<file path="src/rtl/rv_isa_pkg.sv">
// RISC-V instruction encodings

package rv_isa_pkg;

  // --------------------------------------------------------------------------
  // Full-word encodings of the debug-relevant SYSTEM instructions
  // --------------------------------------------------------------------------

  localparam logic [31:0] EBREAK_OPCODE  = 32'h0010_0073;

  // Compressed form sits in the low half, upper half is zero
  localparam logic [31:0] CEBREAK_OPCODE = 32'h0000_9002;

  localparam logic [31:0] WFI_OPCODE     = 32'h1050_0073;
  localparam logic [31:0] DRET_OPCODE    = 32'h7b20_0073;

  // --------------------------------------------------------------------------
  // Classes reported for the instruction in write-back
  // --------------------------------------------------------------------------

  typedef enum logic [2:0] {
    CLASS_NONE    = 3'd0,
    CLASS_EBREAK  = 3'd1,
    CLASS_CEBREAK = 3'd2,
    CLASS_WFI     = 3'd3,
    CLASS_DRET    = 3'd4
  } instr_class_e;

  // --------------------------------------------------------------------------
  // CSR field codes
  // --------------------------------------------------------------------------

  // mtvec[1:0]
  localparam logic [1:0] MTVEC_MODE_DIRECT   = 2'b00;
  localparam logic [1:0] MTVEC_MODE_VECTORED = 2'b01;

endpackage : rv_isa_pkg

</file>
<file path="src/rtl/dbg_mon_pkg.sv">
// Debug monitor shared types

package dbg_mon_pkg;

  // --------------------------------------------------------------------------
  // Debug entry causes
  // --------------------------------------------------------------------------

  // Same coding as dcsr.cause
  typedef enum logic [2:0] {
    CAUSE_NONE    = 3'd0,
    CAUSE_EBREAK  = 3'd1,
    CAUSE_TRIGGER = 3'd2,
    CAUSE_HALTREQ = 3'd3,
    CAUSE_STEP    = 3'd4
  } dbg_cause_e;

  // --------------------------------------------------------------------------
  // Controller states as seen from outside the core
  // --------------------------------------------------------------------------

  typedef enum logic [2:0] {
    CTRL_RESET       = 3'd0,
    CTRL_BOOT_SET    = 3'd1,
    CTRL_FUNCTIONAL  = 3'd2,
    CTRL_DEBUG_TAKEN = 3'd3,
    CTRL_SLEEP       = 3'd4
  } ctrl_state_e;

  // Only reset, boot_set, functional and debug_taken
  // steer the trackers; sleep is reported but not acted on

endpackage : dbg_mon_pkg

</file>
<file path="src/rtl/wb_instr_classifier.sv">
// Write-back instruction classifier

`timescale 1ns/1ps

module wb_instr_classifier #(
  parameter int NUM_IRQ = 32
) (
  input  logic                     wb_valid_i,
  input  logic [31:0]              wb_instr_i,
  input  logic                     wb_err_i,
  input  logic                     wb_access_ok_i,
  input  logic                     trigger_hit_i,
  input  logic [NUM_IRQ-1:0]       irq_i,
  input  logic [NUM_IRQ-1:0]       mie_i,
  output rv_isa_pkg::instr_class_e instr_class_o,
  output logic                     trigger_match_o,
  output logic                     pending_irq_o
);

  // Instruction actually retires: valid, no bus error and access allowed
  logic retire_ok;

  assign retire_ok = wb_valid_i && !wb_err_i && wb_access_ok_i;

  // --------------------------------------------------------------------------
  // Opcode match
  // --------------------------------------------------------------------------

  always_comb begin
    instr_class_o = rv_isa_pkg::CLASS_NONE;
    if (retire_ok) begin
      case (wb_instr_i)
        rv_isa_pkg::EBREAK_OPCODE: begin
          instr_class_o = rv_isa_pkg::CLASS_EBREAK;
        end
        rv_isa_pkg::CEBREAK_OPCODE: begin
          instr_class_o = rv_isa_pkg::CLASS_CEBREAK;
        end
        rv_isa_pkg::WFI_OPCODE: begin
          instr_class_o = rv_isa_pkg::CLASS_WFI;
        end
        rv_isa_pkg::DRET_OPCODE: begin
          instr_class_o = rv_isa_pkg::CLASS_DRET;
        end
        default: begin
          instr_class_o = rv_isa_pkg::CLASS_NONE;
        end
      endcase
    end
  end

  // --------------------------------------------------------------------------
  // Trigger and interrupt qualifiers
  // --------------------------------------------------------------------------

  // Trigger only counts when the hit is on a valid write-back slot
  assign trigger_match_o = trigger_hit_i && wb_valid_i;

  // Any interrupt that is both pending and enabled in mie
  assign pending_irq_o = |(irq_i & mie_i);

endmodule : wb_instr_classifier

</file>
<file path="src/rtl/debug_cause_tracker.sv">
// Expected debug cause tracker

`timescale 1ns/1ps

module debug_cause_tracker (
  input  logic                     cov_assert_if,
  input  logic                     rst_n_i,
  input  logic                     debug_mode_i,
  input  rv_isa_pkg::instr_class_e instr_class_i,
  input  logic                     trigger_match_i,
  input  logic                     dcsr_ebreakm_i,
  input  logic                     dcsr_step_i,
  input  logic                     debug_req_i,
  input  logic                     debug_req_q_i,
  input  dbg_mon_pkg::ctrl_state_e ctrl_state_i,
  output dbg_mon_pkg::dbg_cause_e  exp_cause_o
);

  dbg_mon_pkg::dbg_cause_e exp_cause_q;
  logic                    is_any_ebreak;
  logic                    is_functional;
  logic                    step_allowed;

  assign is_any_ebreak = (instr_class_i == rv_isa_pkg::CLASS_EBREAK) ||
                         (instr_class_i == rv_isa_pkg::CLASS_CEBREAK);

  assign is_functional = (ctrl_state_i == dbg_mon_pkg::CTRL_FUNCTIONAL);

  // Step does not displace a stronger cause that is still waiting
  assign step_allowed = (exp_cause_q == dbg_mon_pkg::CAUSE_NONE) ||
                        (exp_cause_q == dbg_mon_pkg::CAUSE_STEP);

  // --------------------------------------------------------------------------
  // Priority update, frozen while in debug mode
  // --------------------------------------------------------------------------

  always_ff @(posedge cov_assert_if) begin
    if (!rst_n_i) begin
      exp_cause_q <= dbg_mon_pkg::CAUSE_NONE;
    end else if (!debug_mode_i) begin
      if (trigger_match_i) begin
        exp_cause_q <= dbg_mon_pkg::CAUSE_TRIGGER;
      end else if (dcsr_ebreakm_i && is_any_ebreak) begin
        exp_cause_q <= dbg_mon_pkg::CAUSE_EBREAK;
      end else if ((debug_req_i || debug_req_q_i) && is_functional) begin
        exp_cause_q <= dbg_mon_pkg::CAUSE_HALTREQ;
      end else if (dcsr_step_i && step_allowed) begin
        exp_cause_q <= dbg_mon_pkg::CAUSE_STEP;
      end else if (is_functional) begin
        // Nothing pending while running normally
        exp_cause_q <= dbg_mon_pkg::CAUSE_NONE;
      end
    end
  end

  assign exp_cause_o = exp_cause_q;

endmodule : debug_cause_tracker

</file>
<file path="src/rtl/dpc_predictor.sv">
// Expected dpc predictor

`timescale 1ns/1ps

module dpc_predictor #(
  parameter int XLEN = 32
) (
  input  logic                     cov_assert_if,
  input  logic                     rst_n_i,
  input  dbg_mon_pkg::ctrl_state_e ctrl_state_i,
  input  logic [XLEN-1:0]          boot_addr_i,
  input  logic                     retire_valid_i,
  input  logic [XLEN-1:0]          retire_pc_i,
  input  logic [XLEN-1:0]          retire_pc_next_i,
  input  logic                     wb_valid_i,
  input  logic [XLEN-1:0]          wb_pc_i,
  input  logic                     trigger_hit_i,
  input  logic                     tdata1_timing_i,
  input  logic                     irq_ack_i,
  input  logic [4:0]               irq_id_i,
  input  logic [XLEN-1:0]          mtvec_i,
  input  dbg_mon_pkg::dbg_cause_e  exp_cause_i,
  input  logic                     debug_mode_i,
  input  logic                     started_decoding_i,
  output logic [XLEN-1:0]          exp_dpc_o
);

  logic [XLEN-1:0] dpc_q;
  logic [XLEN-1:0] dpc_d;
  logic [XLEN-1:0] mtvec_base;
  logic [XLEN-1:0] irq_offset;
  logic            cause_at_pc;

  assign mtvec_base = {mtvec_i[XLEN-1:2], 2'b00};

  // Vector table entries are one word apart
  assign irq_offset = {{(XLEN-7){1'b0}}, irq_id_i, 2'b00};

  // Trigger and ebreak entries save the pc of the instruction itself
  assign cause_at_pc = !started_decoding_i &&
                       ((exp_cause_i == dbg_mon_pkg::CAUSE_TRIGGER) ||
                        (exp_cause_i == dbg_mon_pkg::CAUSE_EBREAK));

  // --------------------------------------------------------------------------
  // Next-value selection, later checks override earlier ones
  // --------------------------------------------------------------------------

  always_comb begin
    dpc_d = dpc_q;

    if (ctrl_state_i == dbg_mon_pkg::CTRL_BOOT_SET) begin
      dpc_d = {boot_addr_i[XLEN-1:2], 2'b00};
    end

    if (retire_valid_i) begin
      dpc_d = cause_at_pc ? retire_pc_i : retire_pc_next_i;
    end

    // Trigger that fires before execution
    if (trigger_hit_i && !tdata1_timing_i && wb_valid_i) begin
      dpc_d = wb_pc_i;
    end

    if (irq_ack_i) begin
      case (mtvec_i[1:0])
        rv_isa_pkg::MTVEC_MODE_DIRECT:   dpc_d = mtvec_base;
        rv_isa_pkg::MTVEC_MODE_VECTORED: dpc_d = mtvec_base + irq_offset;
        default:                         dpc_d = dpc_d;
      endcase
    end

    // Debug code is running, keep the saved value
    if (debug_mode_i && started_decoding_i) begin
      dpc_d = dpc_q;
    end
  end

  always_ff @(posedge cov_assert_if) begin
    if (!rst_n_i) begin
      dpc_q <= '0;
    end else begin
      dpc_q <= dpc_d;
    end
  end

  assign exp_dpc_o = dpc_q;

endmodule : dpc_predictor

</file>
<file path="src/rtl/wfi_sleep_tracker.sv">
// WFI sleep tracker

`timescale 1ns/1ps

module wfi_sleep_tracker (
  input  logic                     cov_assert_if,
  input  logic                     rst_n_i,
  input  rv_isa_pkg::instr_class_e instr_class_i,
  input  logic                     pending_debug_i,
  input  logic                     debug_mode_i,
  input  logic                     dcsr_step_i,
  input  logic                     pending_irq_i,
  input  logic                     debug_req_i,
  output logic                     in_wfi_o
);

  logic in_wfi_q;
  logic wfi_enter;
  logic wfi_wake;

  // WFI only sleeps outside debug, without stepping and with no halt waiting
  assign wfi_enter = (instr_class_i == rv_isa_pkg::CLASS_WFI) &&
                     !pending_debug_i && !debug_mode_i && !dcsr_step_i;

  assign wfi_wake = pending_irq_i || debug_req_i;

  always_ff @(posedge cov_assert_if) begin
    if (!rst_n_i) begin
      in_wfi_q <= 1'b0;
    end else if (wfi_wake) begin
      in_wfi_q <= 1'b0;
    end else if (wfi_enter) begin
      in_wfi_q <= 1'b1;
    end
  end

  assign in_wfi_o = in_wfi_q;

endmodule : wfi_sleep_tracker

</file>
<file path="src/rtl/debug_entry_tracker.sv">
// Debug entry capture

`timescale 1ns/1ps

module debug_entry_tracker #(
  parameter int XLEN = 32
) (
  input  logic                     cov_assert_if,
  input  logic                     rst_n_i,
  input  dbg_mon_pkg::ctrl_state_e ctrl_state_i,
  input  logic [XLEN-1:0]          dm_halt_addr_i,
  input  logic [XLEN-1:0]          tdata2_i,
  input  logic                     debug_mode_i,
  input  rv_isa_pkg::instr_class_e instr_class_i,
  input  logic                     wb_valid_i,
  input  logic                     id_valid_i,
  output logic [XLEN-1:0]          halt_addr_o,
  output logic [XLEN-1:0]          tdata2_at_entry_o,
  output logic                     started_decoding_o,
  output logic                     first_debug_ins_o
);

  logic [XLEN-1:0] halt_addr_q;
  logic [XLEN-1:0] tdata2_q;
  logic            entry_q;
  logic            started_q;
  logic            retired_q;
  logic            is_any_ebreak;

  assign is_any_ebreak = (instr_class_i == rv_isa_pkg::CLASS_EBREAK) ||
                         (instr_class_i == rv_isa_pkg::CLASS_CEBREAK);

  // --------------------------------------------------------------------------
  // Halt address and trigger address at entry
  // --------------------------------------------------------------------------

  always_ff @(posedge cov_assert_if) begin
    if (!rst_n_i) begin
      entry_q     <= 1'b0;
      halt_addr_q <= '0;
      tdata2_q    <= '0;
    end else begin
      if (!entry_q && (ctrl_state_i == dbg_mon_pkg::CTRL_DEBUG_TAKEN)) begin
        halt_addr_q <= {dm_halt_addr_i[XLEN-1:2], 2'b00};
        tdata2_q    <= tdata2_i;
        entry_q     <= 1'b1;
      end
      // An ebreak inside debug re-enters at the halt address and may recapture
      if (!debug_mode_i || is_any_ebreak) begin
        entry_q <= 1'b0;
      end
    end
  end

  // --------------------------------------------------------------------------
  // First instruction of the debug session
  // --------------------------------------------------------------------------

  always_ff @(posedge cov_assert_if) begin
    if (!rst_n_i) begin
      started_q <= 1'b0;
      retired_q <= 1'b0;
    end else if (debug_mode_i) begin
      if (id_valid_i) begin
        started_q <= 1'b1;
      end
      // Only a retirement of debug code counts
      if (wb_valid_i && started_q) begin
        retired_q <= 1'b1;
      end
    end else begin
      started_q <= 1'b0;
      retired_q <= 1'b0;
    end
  end

  assign first_debug_ins_o = debug_mode_i && wb_valid_i && started_q && !retired_q;

  assign halt_addr_o        = halt_addr_q;
  assign tdata2_at_entry_o  = tdata2_q;
  assign started_decoding_o = started_q;

endmodule : debug_entry_tracker

</file>
<file path="src/rtl/debug_monitor.sv">
// Debug entry reference monitor

`timescale 1ns/1ps

module debug_monitor #(
  parameter int XLEN    = 32,
  parameter int NUM_IRQ = 32
) (
  input  logic                     cov_assert_if,
  input  logic                     rst_n_i,
  // Write-back stage
  input  logic                     wb_valid_i,
  input  logic [31:0]              wb_instr_i,
  input  logic                     wb_err_i,
  input  logic                     wb_access_ok_i,
  input  logic [XLEN-1:0]          wb_pc_i,
  input  logic                     id_valid_i,
  input  logic                     retire_valid_i,
  input  logic [XLEN-1:0]          retire_pc_i,
  input  logic [XLEN-1:0]          retire_pc_next_i,
  // Debug controls and CSRs
  input  logic                     debug_mode_i,
  input  logic                     debug_req_i,
  input  logic                     debug_req_q_i,
  input  logic                     pending_debug_i,
  input  logic                     dcsr_ebreakm_i,
  input  logic                     dcsr_step_i,
  input  logic                     trigger_hit_i,
  input  logic                     tdata1_timing_i,
  input  logic [XLEN-1:0]          tdata2_i,
  input  logic [XLEN-1:0]          dm_halt_addr_i,
  input  dbg_mon_pkg::ctrl_state_e ctrl_state_i,
  input  logic [XLEN-1:0]          boot_addr_i,
  // Interrupts
  input  logic [NUM_IRQ-1:0]       irq_i,
  input  logic [NUM_IRQ-1:0]       mie_i,
  input  logic                     irq_ack_i,
  input  logic [4:0]               irq_id_i,
  input  logic [XLEN-1:0]          mtvec_i,
  // Predictions
  output rv_isa_pkg::instr_class_e instr_class_o,
  output dbg_mon_pkg::dbg_cause_e  exp_cause_o,
  output logic [XLEN-1:0]          exp_dpc_o,
  output logic                     in_wfi_o,
  output logic [XLEN-1:0]          halt_addr_o,
  output logic [XLEN-1:0]          tdata2_at_entry_o,
  output logic                     first_debug_ins_o
);

  logic trigger_match;
  logic pending_irq;
  logic started_decoding;

  wb_instr_classifier #(
    .NUM_IRQ (NUM_IRQ)
  ) u_classifier (
    .wb_valid_i      (wb_valid_i),
    .wb_instr_i      (wb_instr_i),
    .wb_err_i        (wb_err_i),
    .wb_access_ok_i  (wb_access_ok_i),
    .trigger_hit_i   (trigger_hit_i),
    .irq_i           (irq_i),
    .mie_i           (mie_i),
    .instr_class_o   (instr_class_o),
    .trigger_match_o (trigger_match),
    .pending_irq_o   (pending_irq)
  );

  debug_cause_tracker u_cause (
    .cov_assert_if   (cov_assert_if),
    .rst_n_i         (rst_n_i),
    .debug_mode_i    (debug_mode_i),
    .instr_class_i   (instr_class_o),
    .trigger_match_i (trigger_match),
    .dcsr_ebreakm_i  (dcsr_ebreakm_i),
    .dcsr_step_i     (dcsr_step_i),
    .debug_req_i     (debug_req_i),
    .debug_req_q_i   (debug_req_q_i),
    .ctrl_state_i    (ctrl_state_i),
    .exp_cause_o     (exp_cause_o)
  );

  dpc_predictor #(
    .XLEN (XLEN)
  ) u_dpc (
    .cov_assert_if      (cov_assert_if),
    .rst_n_i            (rst_n_i),
    .ctrl_state_i       (ctrl_state_i),
    .boot_addr_i        (boot_addr_i),
    .retire_valid_i     (retire_valid_i),
    .retire_pc_i        (retire_pc_i),
    .retire_pc_next_i   (retire_pc_next_i),
    .wb_valid_i         (wb_valid_i),
    .wb_pc_i            (wb_pc_i),
    .trigger_hit_i      (trigger_hit_i),
    .tdata1_timing_i    (tdata1_timing_i),
    .irq_ack_i          (irq_ack_i),
    .irq_id_i           (irq_id_i),
    .mtvec_i            (mtvec_i),
    .exp_cause_i        (exp_cause_o),
    .debug_mode_i       (debug_mode_i),
    .started_decoding_i (started_decoding),
    .exp_dpc_o          (exp_dpc_o)
  );

  wfi_sleep_tracker u_wfi (
    .cov_assert_if   (cov_assert_if),
    .rst_n_i         (rst_n_i),
    .instr_class_i   (instr_class_o),
    .pending_debug_i (pending_debug_i),
    .debug_mode_i    (debug_mode_i),
    .dcsr_step_i     (dcsr_step_i),
    .pending_irq_i   (pending_irq),
    .debug_req_i     (debug_req_i),
    .in_wfi_o        (in_wfi_o)
  );

  debug_entry_tracker #(
    .XLEN (XLEN)
  ) u_entry (
    .cov_assert_if      (cov_assert_if),
    .rst_n_i            (rst_n_i),
    .ctrl_state_i       (ctrl_state_i),
    .dm_halt_addr_i     (dm_halt_addr_i),
    .tdata2_i           (tdata2_i),
    .debug_mode_i       (debug_mode_i),
    .instr_class_i      (instr_class_o),
    .wb_valid_i         (wb_valid_i),
    .id_valid_i         (id_valid_i),
    .halt_addr_o        (halt_addr_o),
    .tdata2_at_entry_o  (tdata2_at_entry_o),
    .started_decoding_o (started_decoding),
    .first_debug_ins_o  (first_debug_ins_o)
  );

endmodule : debug_monitor

</file>
<file path="config.mk">
export PLATFORM = sky130hd
export DESIGN_NAME = debug_monitor
export DESIGN_NICKNAME = d
export VERILOG_FILES = /design/src/rtl/rv_isa_pkg.sv /design/src/rtl/dbg_mon_pkg.sv /design/src/rtl/wb_instr_classifier.sv /design/src/rtl/debug_cause_tracker.sv /design/src/rtl/dpc_predictor.sv /design/src/rtl/wfi_sleep_tracker.sv /design/src/rtl/debug_entry_tracker.sv /design/src/rtl/debug_monitor.sv
export SDC_FILE = /design/constraint.sdc
export NUM_CORES = 1
export LEC_CHECK = 0
export ABC_CLOCK_PERIOD_IN_PS = 2200
export BUFFER_PORTS_ARGS = -buffer_cell sky130_fd_sc_hd__buf_2
export CAP_MARGIN = 20
export CORE_AREA = 2 2 176 178
export DETAILED_ROUTE_END_ITERATION = 12
export DIE_AREA = 0 0 178 180
export PLACE_DENSITY = 0.57
export SLEW_MARGIN = 30
export SYNTH_ARGS = -nofsm -noshare
export SYNTH_HDL_FRONTEND = slang
export SYNTH_SLANG_ARGS = --single-unit
</file>
<file path="constraint.sdc">
create_clock -name cov_assert_if -period 2.2 [get_ports cov_assert_if]
set_input_delay 0 -clock cov_assert_if [delete_from_list [all_inputs] [get_ports cov_assert_if]]
set_output_delay 0 -clock cov_assert_if [all_outputs]
set_load 0.005 [all_outputs]
</file>
Yosys cells after proc, flatten, opt, wreduce, memory -nomap -nowiden
Cells that the tools add are included.

storage, ports and cells
  flip-flop bits (word level) = 101
  input port bits = 344
  output and inout port bits = 104
  word-level logic and storage cells = 79

operators by class
  $add $sub $neg = 1
  equal/unequal tests = 14
  multiplexer cells = 13
  bitwise logic cells = 3
  reduce and logical (&&, ||, !) cells = 40

operators with widths
  kind                                                               count
  32-bit two-way mux                                                 5
  32-bit one-hot mux with 2 select lines                             1
  32-bit by 7-bit adder with 32-bit output                           1
  32-bit bitwise AND                                                 1
  32-bit by 16-bit == test with 1-bit output, second input constant  1
  32-bit by 21-bit == test with 1-bit output, second input constant  1
  32-bit by 29-bit == test with 1-bit output, second input constant  1
  32-bit by 31-bit == test with 1-bit output, second input constant  1
  32-bit OR reduction                                                1
  1-bit logical AND                                                  18
  3-bit two-way mux                                                  6
  3-bit by 2-bit == test with 1-bit output, second input constant    5
  3-bit one-hot mux with 4 select lines                              1
  3-bit by 1-bit == test with 1-bit output, second input constant    3
  1-bit zero test                                                    8
  1-bit logical OR                                                   6
  5-bit nonzero test                                                 1
  2-bit AND reduction                                                2
  2-bit OR reduction                                                 2
  3-bit == test, second input constant                               1
  3-bit zero test                                                    1
  2-bit by 1-bit == test with 1-bit output, second input constant    1
  2-bit zero test                                                    1
  1-bit inverter                                                     2

Logic depth before layout (Yosys ltp)
Gate-level depths: netlist of the first run.

  word-level depth = 9
  gate-level depth with buffers = 10
  mapped depth without buffers = 9

Modules after synthesis
Synthesis of the first run repeated with hierarchy kept, for this count alone.

second synthesis, totals
  cell total of the unflattened synthesis = 875
  area total of the unflattened synthesis = 6741.5 um2

modules (own cells, without submodules)
  module               times used  cells each  area an instance (um2)  sequential area each (um2)
  dpc_predictor        1           510         3442.1                  640.6
  debug_entry_tracker  1           287         2676.3                  1301.2
  wb_instr_classifier  1           49          359.1                   0.0
  debug_cause_tracker  1           25          216.5                   60.1
  wfi_sleep_tracker    1           4           47.5                    20.0

Least setup slack after synthesis of the first run
No wires, ideal clock.

  path kind = flip-flop to flip-flop
  start point = reg u_cause.exp_cause_q[1] (netlist: u_cause.exp_cause_o[1])
  end point = reg u_dpc.dpc_q[31] (netlist: u_dpc.exp_dpc_o[31])
  setup time = 0.133 ns
  arrival time = 1.740 ns
  data required time = 2.067 ns
  slack = 0.327 ns
  stages on the path, launching flop included = 9
  buffers on the path = 2
  period minus slack after synthesis = 1.873 ns
  cell sequence = dfxtp_1 > xnor2_1 > or3_1 > clkbuf_1 > buf_2 > mux2i_1 > a21oi_1 > a222oi_1 > o21ai_0

between the ends
  cells in the longest elaborated chain, start to end = 8
  elaborated cells on any way between the ends = 9
  those cells by class = eq/ne: 2; mux: 5; reduce/logical: 2

RTL lines
  element                                                                                               RTL line                                  source
  start, declared                                                                                       debug_cause_tracker.sv:19                 dbg_mon_pkg::dbg_cause_e exp_cause_q;
  start signal, assigned                                                                                debug_cause_tracker.sv:39                 exp_cause_q <= dbg_mon_pkg::CAUSE_NONE;
  start signal, assigned                                                                                debug_cause_tracker.sv:42                 exp_cause_q <= dbg_mon_pkg::CAUSE_TRIGGER;
  start signal, assigned                                                                                debug_cause_tracker.sv:44                 exp_cause_q <= dbg_mon_pkg::CAUSE_EBREAK;
  3-bit by 2-bit == test with 1-bit output or 3-bit by 1-bit == test with 1-bit output (tied branches)  dpc_predictor.sv:41, dpc_predictor.sv:42
  1-bit logical OR *                                                                                    dpc_predictor.sv:41                       ((exp_cause_i == dbg_mon_pkg::CAUSE_TRIGGER) ||
  1-bit logical AND *                                                                                   dpc_predictor.sv:40                       assign cause_at_pc = !started_decoding_i &&
  32-bit two-way mux *                                                                                  dpc_predictor.sv:56                       dpc_d = cause_at_pc ? retire_pc_i : retire_pc_next_i;
  32-bit two-way mux *                                                                                  dpc_predictor.sv:55                       if (retire_valid_i) begin
  32-bit two-way mux *                                                                                  dpc_predictor.sv:60                       if (trigger_hit_i && !tdata1_timing_i && wb_valid_i) begin
  32-bit one-hot mux with 2 select lines                                                                dpc_predictor.sv:65                       case (mtvec_i[1:0])
  32-bit two-way mux *                                                                                  dpc_predictor.sv:64                       if (irq_ack_i) begin
  end signal, assigned                                                                                  dpc_predictor.sv:82                       dpc_q <= dpc_d;
  end, declared                                                                                         dpc_predictor.sv:28                       logic [XLEN-1:0] dpc_q;

Mark *: on every way between the ends. The rest lies on a longest branch, timed or not.
A chain may end at the register's enable or synchronous reset.

Worst setup path after layout of the first run
  start point = reg u_cause.exp_cause_q[1] (netlist: u_cause.exp_cause_o[1])
  end point = reg u_dpc.dpc_q[29] (netlist: u_dpc.exp_dpc_o[29])

The elaborated chain is that of the path after synthesis.

==> results of run 1 <==
==> power by group <==
group	leakage (uW)	switching, uW	internal, uW	total, uW
registers	0.000827	81.6	1930	2010
logic	0.00381	663	723	1390
clock network	0.000145	851	811	1660
==> how the worst max path moves through the flow <==
stage / from / end / slack [ps] / depth (start not counted)
2_1_floorplan: u_cause.exp_cause_o[1] / u_dpc.exp_dpc_o[31] / 330 / 8
6_report: u_cause.exp_cause_o[1] / u_dpc.exp_dpc_o[29] / 70 / 6
4_1_cts: u_cause.exp_cause_o[1] / u_dpc.exp_dpc_o[29] / 8 / 6
3_3_place_gp: irq_id_i[2] / u_dpc.exp_dpc_o[27] / -100 / 8
5_1_grt: u_cause.exp_cause_o[1] / u_dpc.exp_dpc_o[31] / 6 / 7
3_5_place_dp: mtvec_i[3] / u_dpc.exp_dpc_o[27] / -130 / 8
==> cells by family (layout without fill, tap and decap cells) <==
group	count (synthesis)	after routing	synth area share, %
adders and majority gates	6	6	1.32
buffers and inverters	70	595	4.50
AOI/OAI and AO/OA	256	256	26.8
xor gates and xnor gates	23	23	3.23
other	1	5	0.0602
DFF	101	101	32.4
muxes	50	50	8.43
and+or+nand+nor	305	305	23.2
==> cells in the mapped netlist, types with 8 or more instances <==
| cell type | number |
|---|---|
| mux2i_1 | 30 |
| nand4_1 | 13 |
| a222oi_1 | 8 |
| xnor2_1 | 19 |
| o31ai_1 | 8 |
| dfxtp_1 | 101 |
| a211oi_1 | 31 |
| inv_1 | 13 |
| o21ai_0 | 58 |
| clkbuf_1 | 46 |
| nor3_1 | 22 |
| nor2b_1 | 11 |
| a21boi_0 | 38 |
| nand2_1 | 170 |
| mux2_2 | 20 |
| a221oi_1 | 11 |
| nand3_1 | 13 |
| a21oi_1 | 68 |
| nor2_1 | 31 |
==> metal layers <==
metal | GRT usage [%] | up-vias | wire length [um]
met5 | 0 | - | 0
met4 | 5.11 | 0 | 524
met3 | 4.19 | 33 | 2210
met2 | 31.5 | 333 | 14400
met1 | 22.8 | 3733 | 13100
li1 | - | 3990 | -
==> worst max-delay path: cells and delay by family, from the launching register on <==
| family | cells | cell delay (ps) |
|---|---|---|
| flip-flops | 1 | 330 |
| AND/OR/NAND/NOR | 1 | 530 |
| multiplexers | 1 | 420 |
| XOR/XNOR | 1 | 120 |
| AO/OA/AOI/OAI | 3 | 650 |
==> metrics by stage <==
step	setup slack (ps)	setup TNS [ps]	area (um^2)	hold slack (ps)	instances
final	71.2	0	10300	16.0	1737
after detailed placement	-125	-261	9030	217	1623
after CTS	8.13	0	10300	0.581	1734
after global routing	5.73	0	10300	39.3	1736
after floorplan	327	0	6240	116	813
after global placement	-105	-157	9020	218	1623
==> layout by cell type, fill, tap and decap left out, drive strengths merged, types with 9 or more instances in the layout <==
cell / n
buf: 471
nand2: 170
dfxtp: 101
dlygate4sd3: 95
a21oi: 68
o21ai: 58
a21boi: 38
a211oi: 31
nor2: 31
mux2i: 30
nor3: 23
mux2: 20
xnor2: 19
inv: 17
nand4: 14
nand3: 13
nor2b: 11
a221oi: 11
clkbuf: 9
==> cell type report <==
class	instances	area share, %
timing repair buffer	566	33.4
clock buffer	9	2.19
clock inverter	7	0.729
tap	396	4.81
antenna	3	0.0729
sequential	101	19.6
multi-input combinational	642	38.7
inverter	13	0.474
==> sequential cells by signal, indices dropped and copies added, names as in the netlist <==
name,cells
u_entry.entry_q,1
u_entry.halt_addr_o,30
u_entry.started_decoding_o,1
u_cause.exp_cause_o,3
u_entry.tdata2_at_entry_o,32
u_entry.retired_q,1
u_wfi.in_wfi_o,1
u_dpc.exp_dpc_o,32
==> what timing repair did <==
item                                    in CTS  in global routing
gates resized for setup                      2                  1
hold endpoints to repair                    86                  0
pin swaps                                    0                  0
hold buffers                                95                  0
endpoints found under the setup margin       2                  1
==> metrics.txt, run 1 <==
number of synthesized flops with an enable pin 0; full die area between 0.03 and 0.04 mm^2; CP Launch Type register; Worst-Skew Late Latency 350 ps; Critical Path Sink Type register; fmax between 400 and 500 MHz; root buf cell clkbuf_16; Hold Path Origin wb_pc_i[19]; top cell type's share of synthesized area 32.4%; max incr delay on CP approximately 530 ps; drt first-iter violations 380; clock-pin slew on the worst setup and hold paths 90 ps; Hold EP u_dpc.exp_dpc_o[19]; kind of critical path register to register; Routed Antenna Nets 0; first-pass GRT wire length roughly 46 mm; reg-to-reg endpoint u_dpc.exp_dpc_o[29]; Routed WL between 30 and 40 mm; core area 0.0302 mm^2; Netlist cell types 64; largest net degree at the start of global routing 63; post-route minimum period around 2100 ps; vias post-DR 8089; Synth area leaders dfxtp_1, nand2_1, a21oi_1; LEAKAGE about 0.0048 uW; layout filler cell count approximately 3200; post-CTS setup buffers 0; Req. time, crit path around 2500 ps; H-tree levels 3; row count 64; synthesized area 0.00623 mm^2; Cell Chain, Critical Path xnor2_1 > or3_2 > mux2i_1 > a21oi_1 > a211o_1 > a32o_1; GRT Total Usage a little under a fifth; ys async rst share 0%; Crit Path Max Fanout 5; RSZ-0062 raised after global routing false; max-cap violation count 0; Synth Flop Type dfxtp_1; Vias/cell around 4.7; Max clock buf depth 2; Power Dens Cells approximately 490 mW/mm^2; I/O Buffers about 440; period utilization a little under 100%; worst slew pin tran just over 700 ps; Hold WC Path Type input port to register; area grow syn2layout 65.3%; final hold violations 0; share of cells above drive strength 1 39.6%; reg2reg path depth 6; total congestion overflow 0; Syn Inst Count 812; Top Ports between 400 and 500; die height around 180 um; HPWL after DPL about 23 mm; Post-layout nets between 1500 and 2000; max-slew violation count 0; Multi-input gate area around 0.0040 mm^2; total power roughly 5100 uW; peak supply drop 0.000321 V; initial core utilization around a fifth; sequential-to-total area share from yosys stat between 30% and 40%; post-layout util between 30% and 40%; final-report setup violation count 0; Avg Inst Size Synth between 7 and 8 um^2; number of antenna violations at the first check in global routing 3; max_slew headroom between 50% and 60%; Worst path slowest cell or3_2; drt drc 0; Storage cell area about 0.002 mm^2; Final Wtd Congestion ~0.86; clock sinks approximately 100; vias in the first global route approximately 8000; Worst Skew 14.2 ps; wire per inst ~17 um; Seq cells post-synth roughly 100; number of synthesis warnings 0; total CTS buffers 9; RR Startpoint u_cause.exp_cause_o[1]; status completed; CP Data Arrival Time ~2400 ps; WHS Path Cells 3; CTS tree done; Worst R2R Setup Slack a little over 70 ps; area leader, netlist dfxtp_1; Die Wd around 180 um; 1st-pass router iterations 5
Power figures use the tool's default switching activity.
==> run 2, diff against run 1 <==
--- a/config.mk
+++ b/config.mk
@@ -5,7 +5,7 @@
 export SDC_FILE = /design/constraint.sdc
 export NUM_CORES = 1
 export LEC_CHECK = 0
-export ABC_CLOCK_PERIOD_IN_PS = 2200
+export ABC_CLOCK_PERIOD_IN_PS = 2100
 export BUFFER_PORTS_ARGS = -buffer_cell sky130_fd_sc_hd__buf_2
 export CAP_MARGIN = 20
 export CORE_AREA = 2 2 176 178
==> constraint.sdc (replaced) <==
create_clock -name cov_assert_if -period 2.1 [get_ports cov_assert_if]
set_input_delay 0 -clock cov_assert_if [delete_from_list [all_inputs] [get_ports cov_assert_if]]
set_output_delay 0 -clock cov_assert_if [all_outputs]
set_load 0.005 [all_outputs]
==> run 2 against run 1 <==
  * First-iteration DRC count rose by 10%
  * Flip-flop and latch count did not move
  * Clock skew fell by 2.9 ps
  * Design area rose by 1.1%
==> metrics.txt, run 2 (synthesized netlist as in run 1, its figures left out) <==
LEAKAGE approximately 0.0048 uW; vias post-DR 8159; max incr delay on CP 420 ps; Clk pwr share between 30% and 40%; Routed Antenna Nets 0; post-route minimum period between 1500 and 2000 ps; period utilization just over 90%; Power Dens Cells between 500 and 600 mW/mm^2; Req. time, crit path approximately 2300 ps; Post-layout nets 1694; first-pass GRT wire length ~45 mm; most common cell after layout, fill and taps aside buf_2; max-cap violation count 0; final worst slack between 150 and 200 ps; worst slew pin tran a little over 800 ps; GRT Total Usage 18.0%; clock sinks between 100 and 150; total power 5320 uW; full die area around 0.032 mm^2; vias in the first global route 7842; Worst Skew 11.3 ps; Max clock buf depth 2; peak-usage layer in the global routing report met2; Setup WS pre-CTS -46.1 ps; max-slew violation count 0; met1 usage 22.3%; post-CTS setup buffers 0; RSZ-0062 raised after global routing false; I/O Buffers 441; final hold violations 0; Hold WC Path Type input port to register; final instance area 0.0104 mm^2; 1st-pass router iterations 5; number of antenna violations at the first check in global routing 6; Int Power around 3600 uW; core area 0.0302 mm^2; Final Wtd Congestion a little under 0.9; largest net degree at the start of global routing around 70; power share of the combinational group 27.7%; drt first-iter violations 419; row count 64; Critical Path Sink Type register; sequential power share 39.5%; grt met2 use around a third; status completed; total CTS buffers 9; number of buffers and inverters on the critical path 1; Cell Chain, Critical Path xnor2_1 > or3_4 > buf_4 > mux2i_1 > a21oi_1 > a222oi_1 > o21ai_0; Die Wd about 180 um; final-report setup violation count 0; kind of critical path register to register; CP Launch Type register; peak supply drop ~0.00034 V; initial core utilization about a fifth; Switching Fraction 31.6%; Crit Path Max Fanout 10; CTS tree done; Worst-Skew Late Latency about 350 ps; Vias/cell roughly 4.7; die height about 180 um; max_slew headroom between 40% and 50%; drt drc 0; clock-pin slew on the worst setup and hold paths approximately 90 ps; HPWL after DPL between 20 and 25 mm; root buf cell clkbuf_16; Routed WL slightly above 30 mm; Psw between 1500 and 2000 uW; Worst path slowest cell or3_4; share of cells above drive strength 1 between 30% and 40%; area grow syn2layout 67.1%; fmax between 500 and 600 MHz; Top Ports ~450; total congestion overflow 0; wire per inst around 17 um; CP Data Arrival Time roughly 2200 ps; most frequent cells in the layout buf_2, nand2_1, dfxtp_1, dlygate4sd3_1, a21oi_1; area post-placement 0.00910 mm^2; CP top delay family compound AO/OA/AOI/OAI gates; grt met3 use between 4 and 5%; H-tree levels 3
[run 2: cell count changes in the layout (fill, tap and decap cells not counted), sizes merged]
| cell | delta |
|---|---|
| buf | +6 |
| dlygate4sd3 | +5 |
| clkinv | +2 |
| clkinvlp | -1 |
| inv | -1 |
[run 2: worst paths after layout]
path	from	to	slack, ps	cells after the start
worst max-delay path	u_cause.exp_cause_o[1]	u_dpc.exp_dpc_o[15]	150	7
worst min-delay path	mtvec_i[16]	u_dpc.exp_dpc_o[16]	4	3
worst max register to register	u_cause.exp_cause_o[1]	u_dpc.exp_dpc_o[15]	150	7
worst min register to register	u_entry.halt_addr_o[18]	u_entry.halt_addr_o[18]	460	2
[run 2: worst reg2reg max path, cell delays in order, from the launching register on]
cell	delay, ps
dfxtp_1	330
xnor2_1	120
or3_4	420
buf_4	240
mux2i_1	200
a21oi_1	90
a222oi_1	280
o21ai_0	140
[run 2: final cells by class]
class,count,area (um^2)
clock buffer,9,225
timing repair buffer,577,3570
multi-input combinational,642,3990
fill,3153,19800
inverter,13,48.8
sequential,101,2020
antenna,3,7.51
clock inverter,7,67.6
tap,396,495
[run 2: metal layers]
metal	vias up	wire length (um)
li1	4012	-
met1	3763	12800
met2	358	14600
met3	22	2640
met4	4	296
met5	-	27
[run 2: stage by stage]
| stage | util [%] | hold WS (ps) | TNS (ps) | cells |
|---|---|---|---|---|
| after floorplan | - | 116 | 0 | 813 |
| after CTS | 34.3 | 0.834 | 0 | 1740 |
| after global routing | 34.5 | 21.9 | 0 | 1747 |
| after detailed placement | 30.2 | 243 | -55.3 | 1629 |
| final | 34.5 | 3.70 | 0 | 1748 |
| after global placement | 30.1 | 217 | -218 | 1629 |
[run 2: timing repair]
item / 4_1_cts / 5_1_grt
pin swaps: 0 / 2
endpoints found under the hold margin: 88 / 1
setup endpoints to repair: 6 / 2
hold buffers: 95 / 6
gates resized for setup: 1 / 3
[run 2: power groups by stage]
stage | Combinational (uW) | Sequential, uW | Clock [uW]
after floorplan | 588 | 2140 | 0
after global placement | 1300 | 2140 | 0
after detailed placement | 1320 | 2150 | 0
after CTS | 1460 | 2100 | 1830
after global routing | 1610 | 2120 | 1900
final | 1470 | 2100 | 1750
==> run 3, diff against run 2 <==
--- a/config.mk
+++ b/config.mk
@@ -8,10 +8,11 @@
 export ABC_CLOCK_PERIOD_IN_PS = 2100
 export BUFFER_PORTS_ARGS = -buffer_cell sky130_fd_sc_hd__buf_2
 export CAP_MARGIN = 20
-export CORE_AREA = 2 2 176 178
+export CORE_AREA = 2 2 172 174
 export DETAILED_ROUTE_END_ITERATION = 12
-export DIE_AREA = 0 0 178 180
-export PLACE_DENSITY = 0.57
+export DIE_AREA = 0 0 174 176
+export PLACE_DENSITY = 0.59
+export SETUP_SLACK_MARGIN = 0.5
 export SLEW_MARGIN = 30
 export SYNTH_ARGS = -nofsm -noshare
 export SYNTH_HDL_FRONTEND = slang
==> run 3 against run 2 <==
  * Worst hold slack improved by 7.1 ps
  * Critical path depth increased by 1
  * First-iteration DRC count decreased by 35%
  * Via count increased by 0.85%
  * Sequential share of layout area decreased by 0.73 points
  * Die area decreased by 4.4%
  * Critical path type unchanged
==> metrics.txt, run 3 (synthesized netlist as in run 1, its figures left out) <==
status completed; RSZ-0062 raised after global routing true; GRT Total Usage a little under a fifth; Crit Path Max Fanout 10; period utilization roughly 87%; clock-pin slew on the worst setup and hold paths about 90 ps; Post-Route Setup TNS 0 ps; HPWL after DPL around 23 mm; first-pass GRT wire length approximately 45 mm; Cell Chain, Critical Path xnor2_1 > or3_4 > buf_4 > clkbuf_16 > mux2i_2 > a21oi_1 > a211oi_1 > o21ai_1; initial core utilization 21.8%; peak supply drop between 0.0003 and 0.0004 V; root buf cell clkbuf_16; wire per inst around 17 um; Routed WL between 30 and 40 mm; final hold violations 0; total power between 5000 and 6000 uW; Routed Antenna Nets 0; CP Data Arrival Time ~2100 ps; max incr delay on CP 380 ps; Die Wd between 150 and 200 um; most frequent cells in the layout buf_2, nand2_1, dlygate4sd3_1, dfxtp_1, a21oi_1; max_slew headroom approximately 43%; Post-layout nets about 1700; drt first-iter violations about 270; fmax between 500 and 600 MHz; Worst Skew between 15 and 20 ps; vias in the first global route ~8000; CP top delay family simple AND/OR/NAND/NOR gates; total congestion overflow 0; final-report setup violation count 0; area grow syn2layout 73.8%; final instance area ~0.011 mm^2; Final Wtd Congestion 0.914; die height between 150 and 200 um; Worst path slowest cell or3_4; 1st-pass router iterations 5; LEAKAGE just under 0.005 uW; vias post-DR roughly 8200; post-route minimum period 1830 ps; worst slew pin tran 845 ps; share of cells above drive strength 1 42.1%; core area ~0.029 mm^2; largest net degree at the start of global routing 63; full die area 0.0306 mm^2; row count 62; Vias/cell about 4.7; H-tree levels 3; number of buffers and inverters on the critical path 2; Critical Path Sink Type register; max-cap violation count 0; Power Dens Cells roughly 500 mW/mm^2; Req. time, crit path about 2400 ps; kind of critical path register to register; I/O Buffers between 400 and 500; post-layout util a little under two fifths; area post-placement between 0.009 and 0.01 mm^2; drt drc 0; Max clock buf depth 2; total CTS buffers 9; most common cell after layout, fill and taps aside buf_2; Hold WC Path Type input port to register; CP Launch Type register; clock sinks approximately 100; max-slew violation count 0; CTS tree done; Worst-Skew Late Latency approximately 360 ps; number of antenna violations at the first check in global routing 3; Top Ports about 450
==> run 3: changes by cell type in the layout (fill, tap and decap cells not counted), sizes merged, moves of 2 or more <==
cell / delta
clkinv: -2
clkbuf: +2
dlygate4sd3: +17
clkinvlp: +2
buf: +5
==> run 3: worst register-to-register path, stage by stage, from the launching register on <==
cell       delay (ps)
dfxtp_2           330
xnor2_1           140
or3_4             380
buf_4             170
clkbuf_16         180
mux2i_2           200
a21oi_1           100
a211oi_1          160
o21ai_1            90
==> run 3: cell type report <==
class	count	area, um^2
sequential	101	2020
timing repair buffer	600	3800
antenna	2	5.00
clock buffer	10	239
multi-input combinational	642	4190
fill	2965	17700
tap	384	480
inverter	13	48.8
clock inverter	6	55.1
==> run 3: report_power, final <==
| part | switching, uW | total (uW) | internal [uW] |
|---|---|---|---|
| Clock | 850 | 1710 | 861 |
| Sequential | 81.2 | 2100 | 2020 |
| Combinational | 728 | 1580 | 848 |
| Total | 1660 | 5390 | 3730 |
==> run 3: what timing repair did <==
item	4_1_cts	5_1_grt
gates cloned	0	1
pin swaps	4	22
buffers inserted	1	4
endpoints found under the hold margin	93	0
endpoints found under the setup margin	32	35
resized for setup	12	36
hold buffers	117	0
==> run 3: metal layers <==
metal  vias up  part of all wire (%)  track usage [%]
li1       4054                     -                -
met1      3776                    42             22.4
met2       361                    48             33.3
met3        35                   8.0             4.78
met4         2                   1.8             4.94
met5         -                 0.043                0
==> run 3: final timing paths <==
check,start,end,slack (ps),cells after the start
worst max-delay path,u_cause.exp_cause_o[0],u_dpc.exp_dpc_o[5],270,8
worst min register to register,u_entry.halt_addr_o[6],u_entry.halt_addr_o[6],460,2
worst max register to register,u_cause.exp_cause_o[0],u_dpc.exp_dpc_o[5],270,8
worst min-delay path,wb_pc_i[0],u_dpc.exp_dpc_o[0],10,3
==> run 3: through the flow <==
stage / std cells / worst slack [ps] / hold WS, ps
floorplan: 813 / 346 / 116
global placement: 1617 / 43.0 / 242
detailed placement: 1617 / 32.1 / 245
CTS: 1751 / 268 / 0.661
global route: 1757 / 178 / 34.0
finish: 1758 / 271 / 10.8
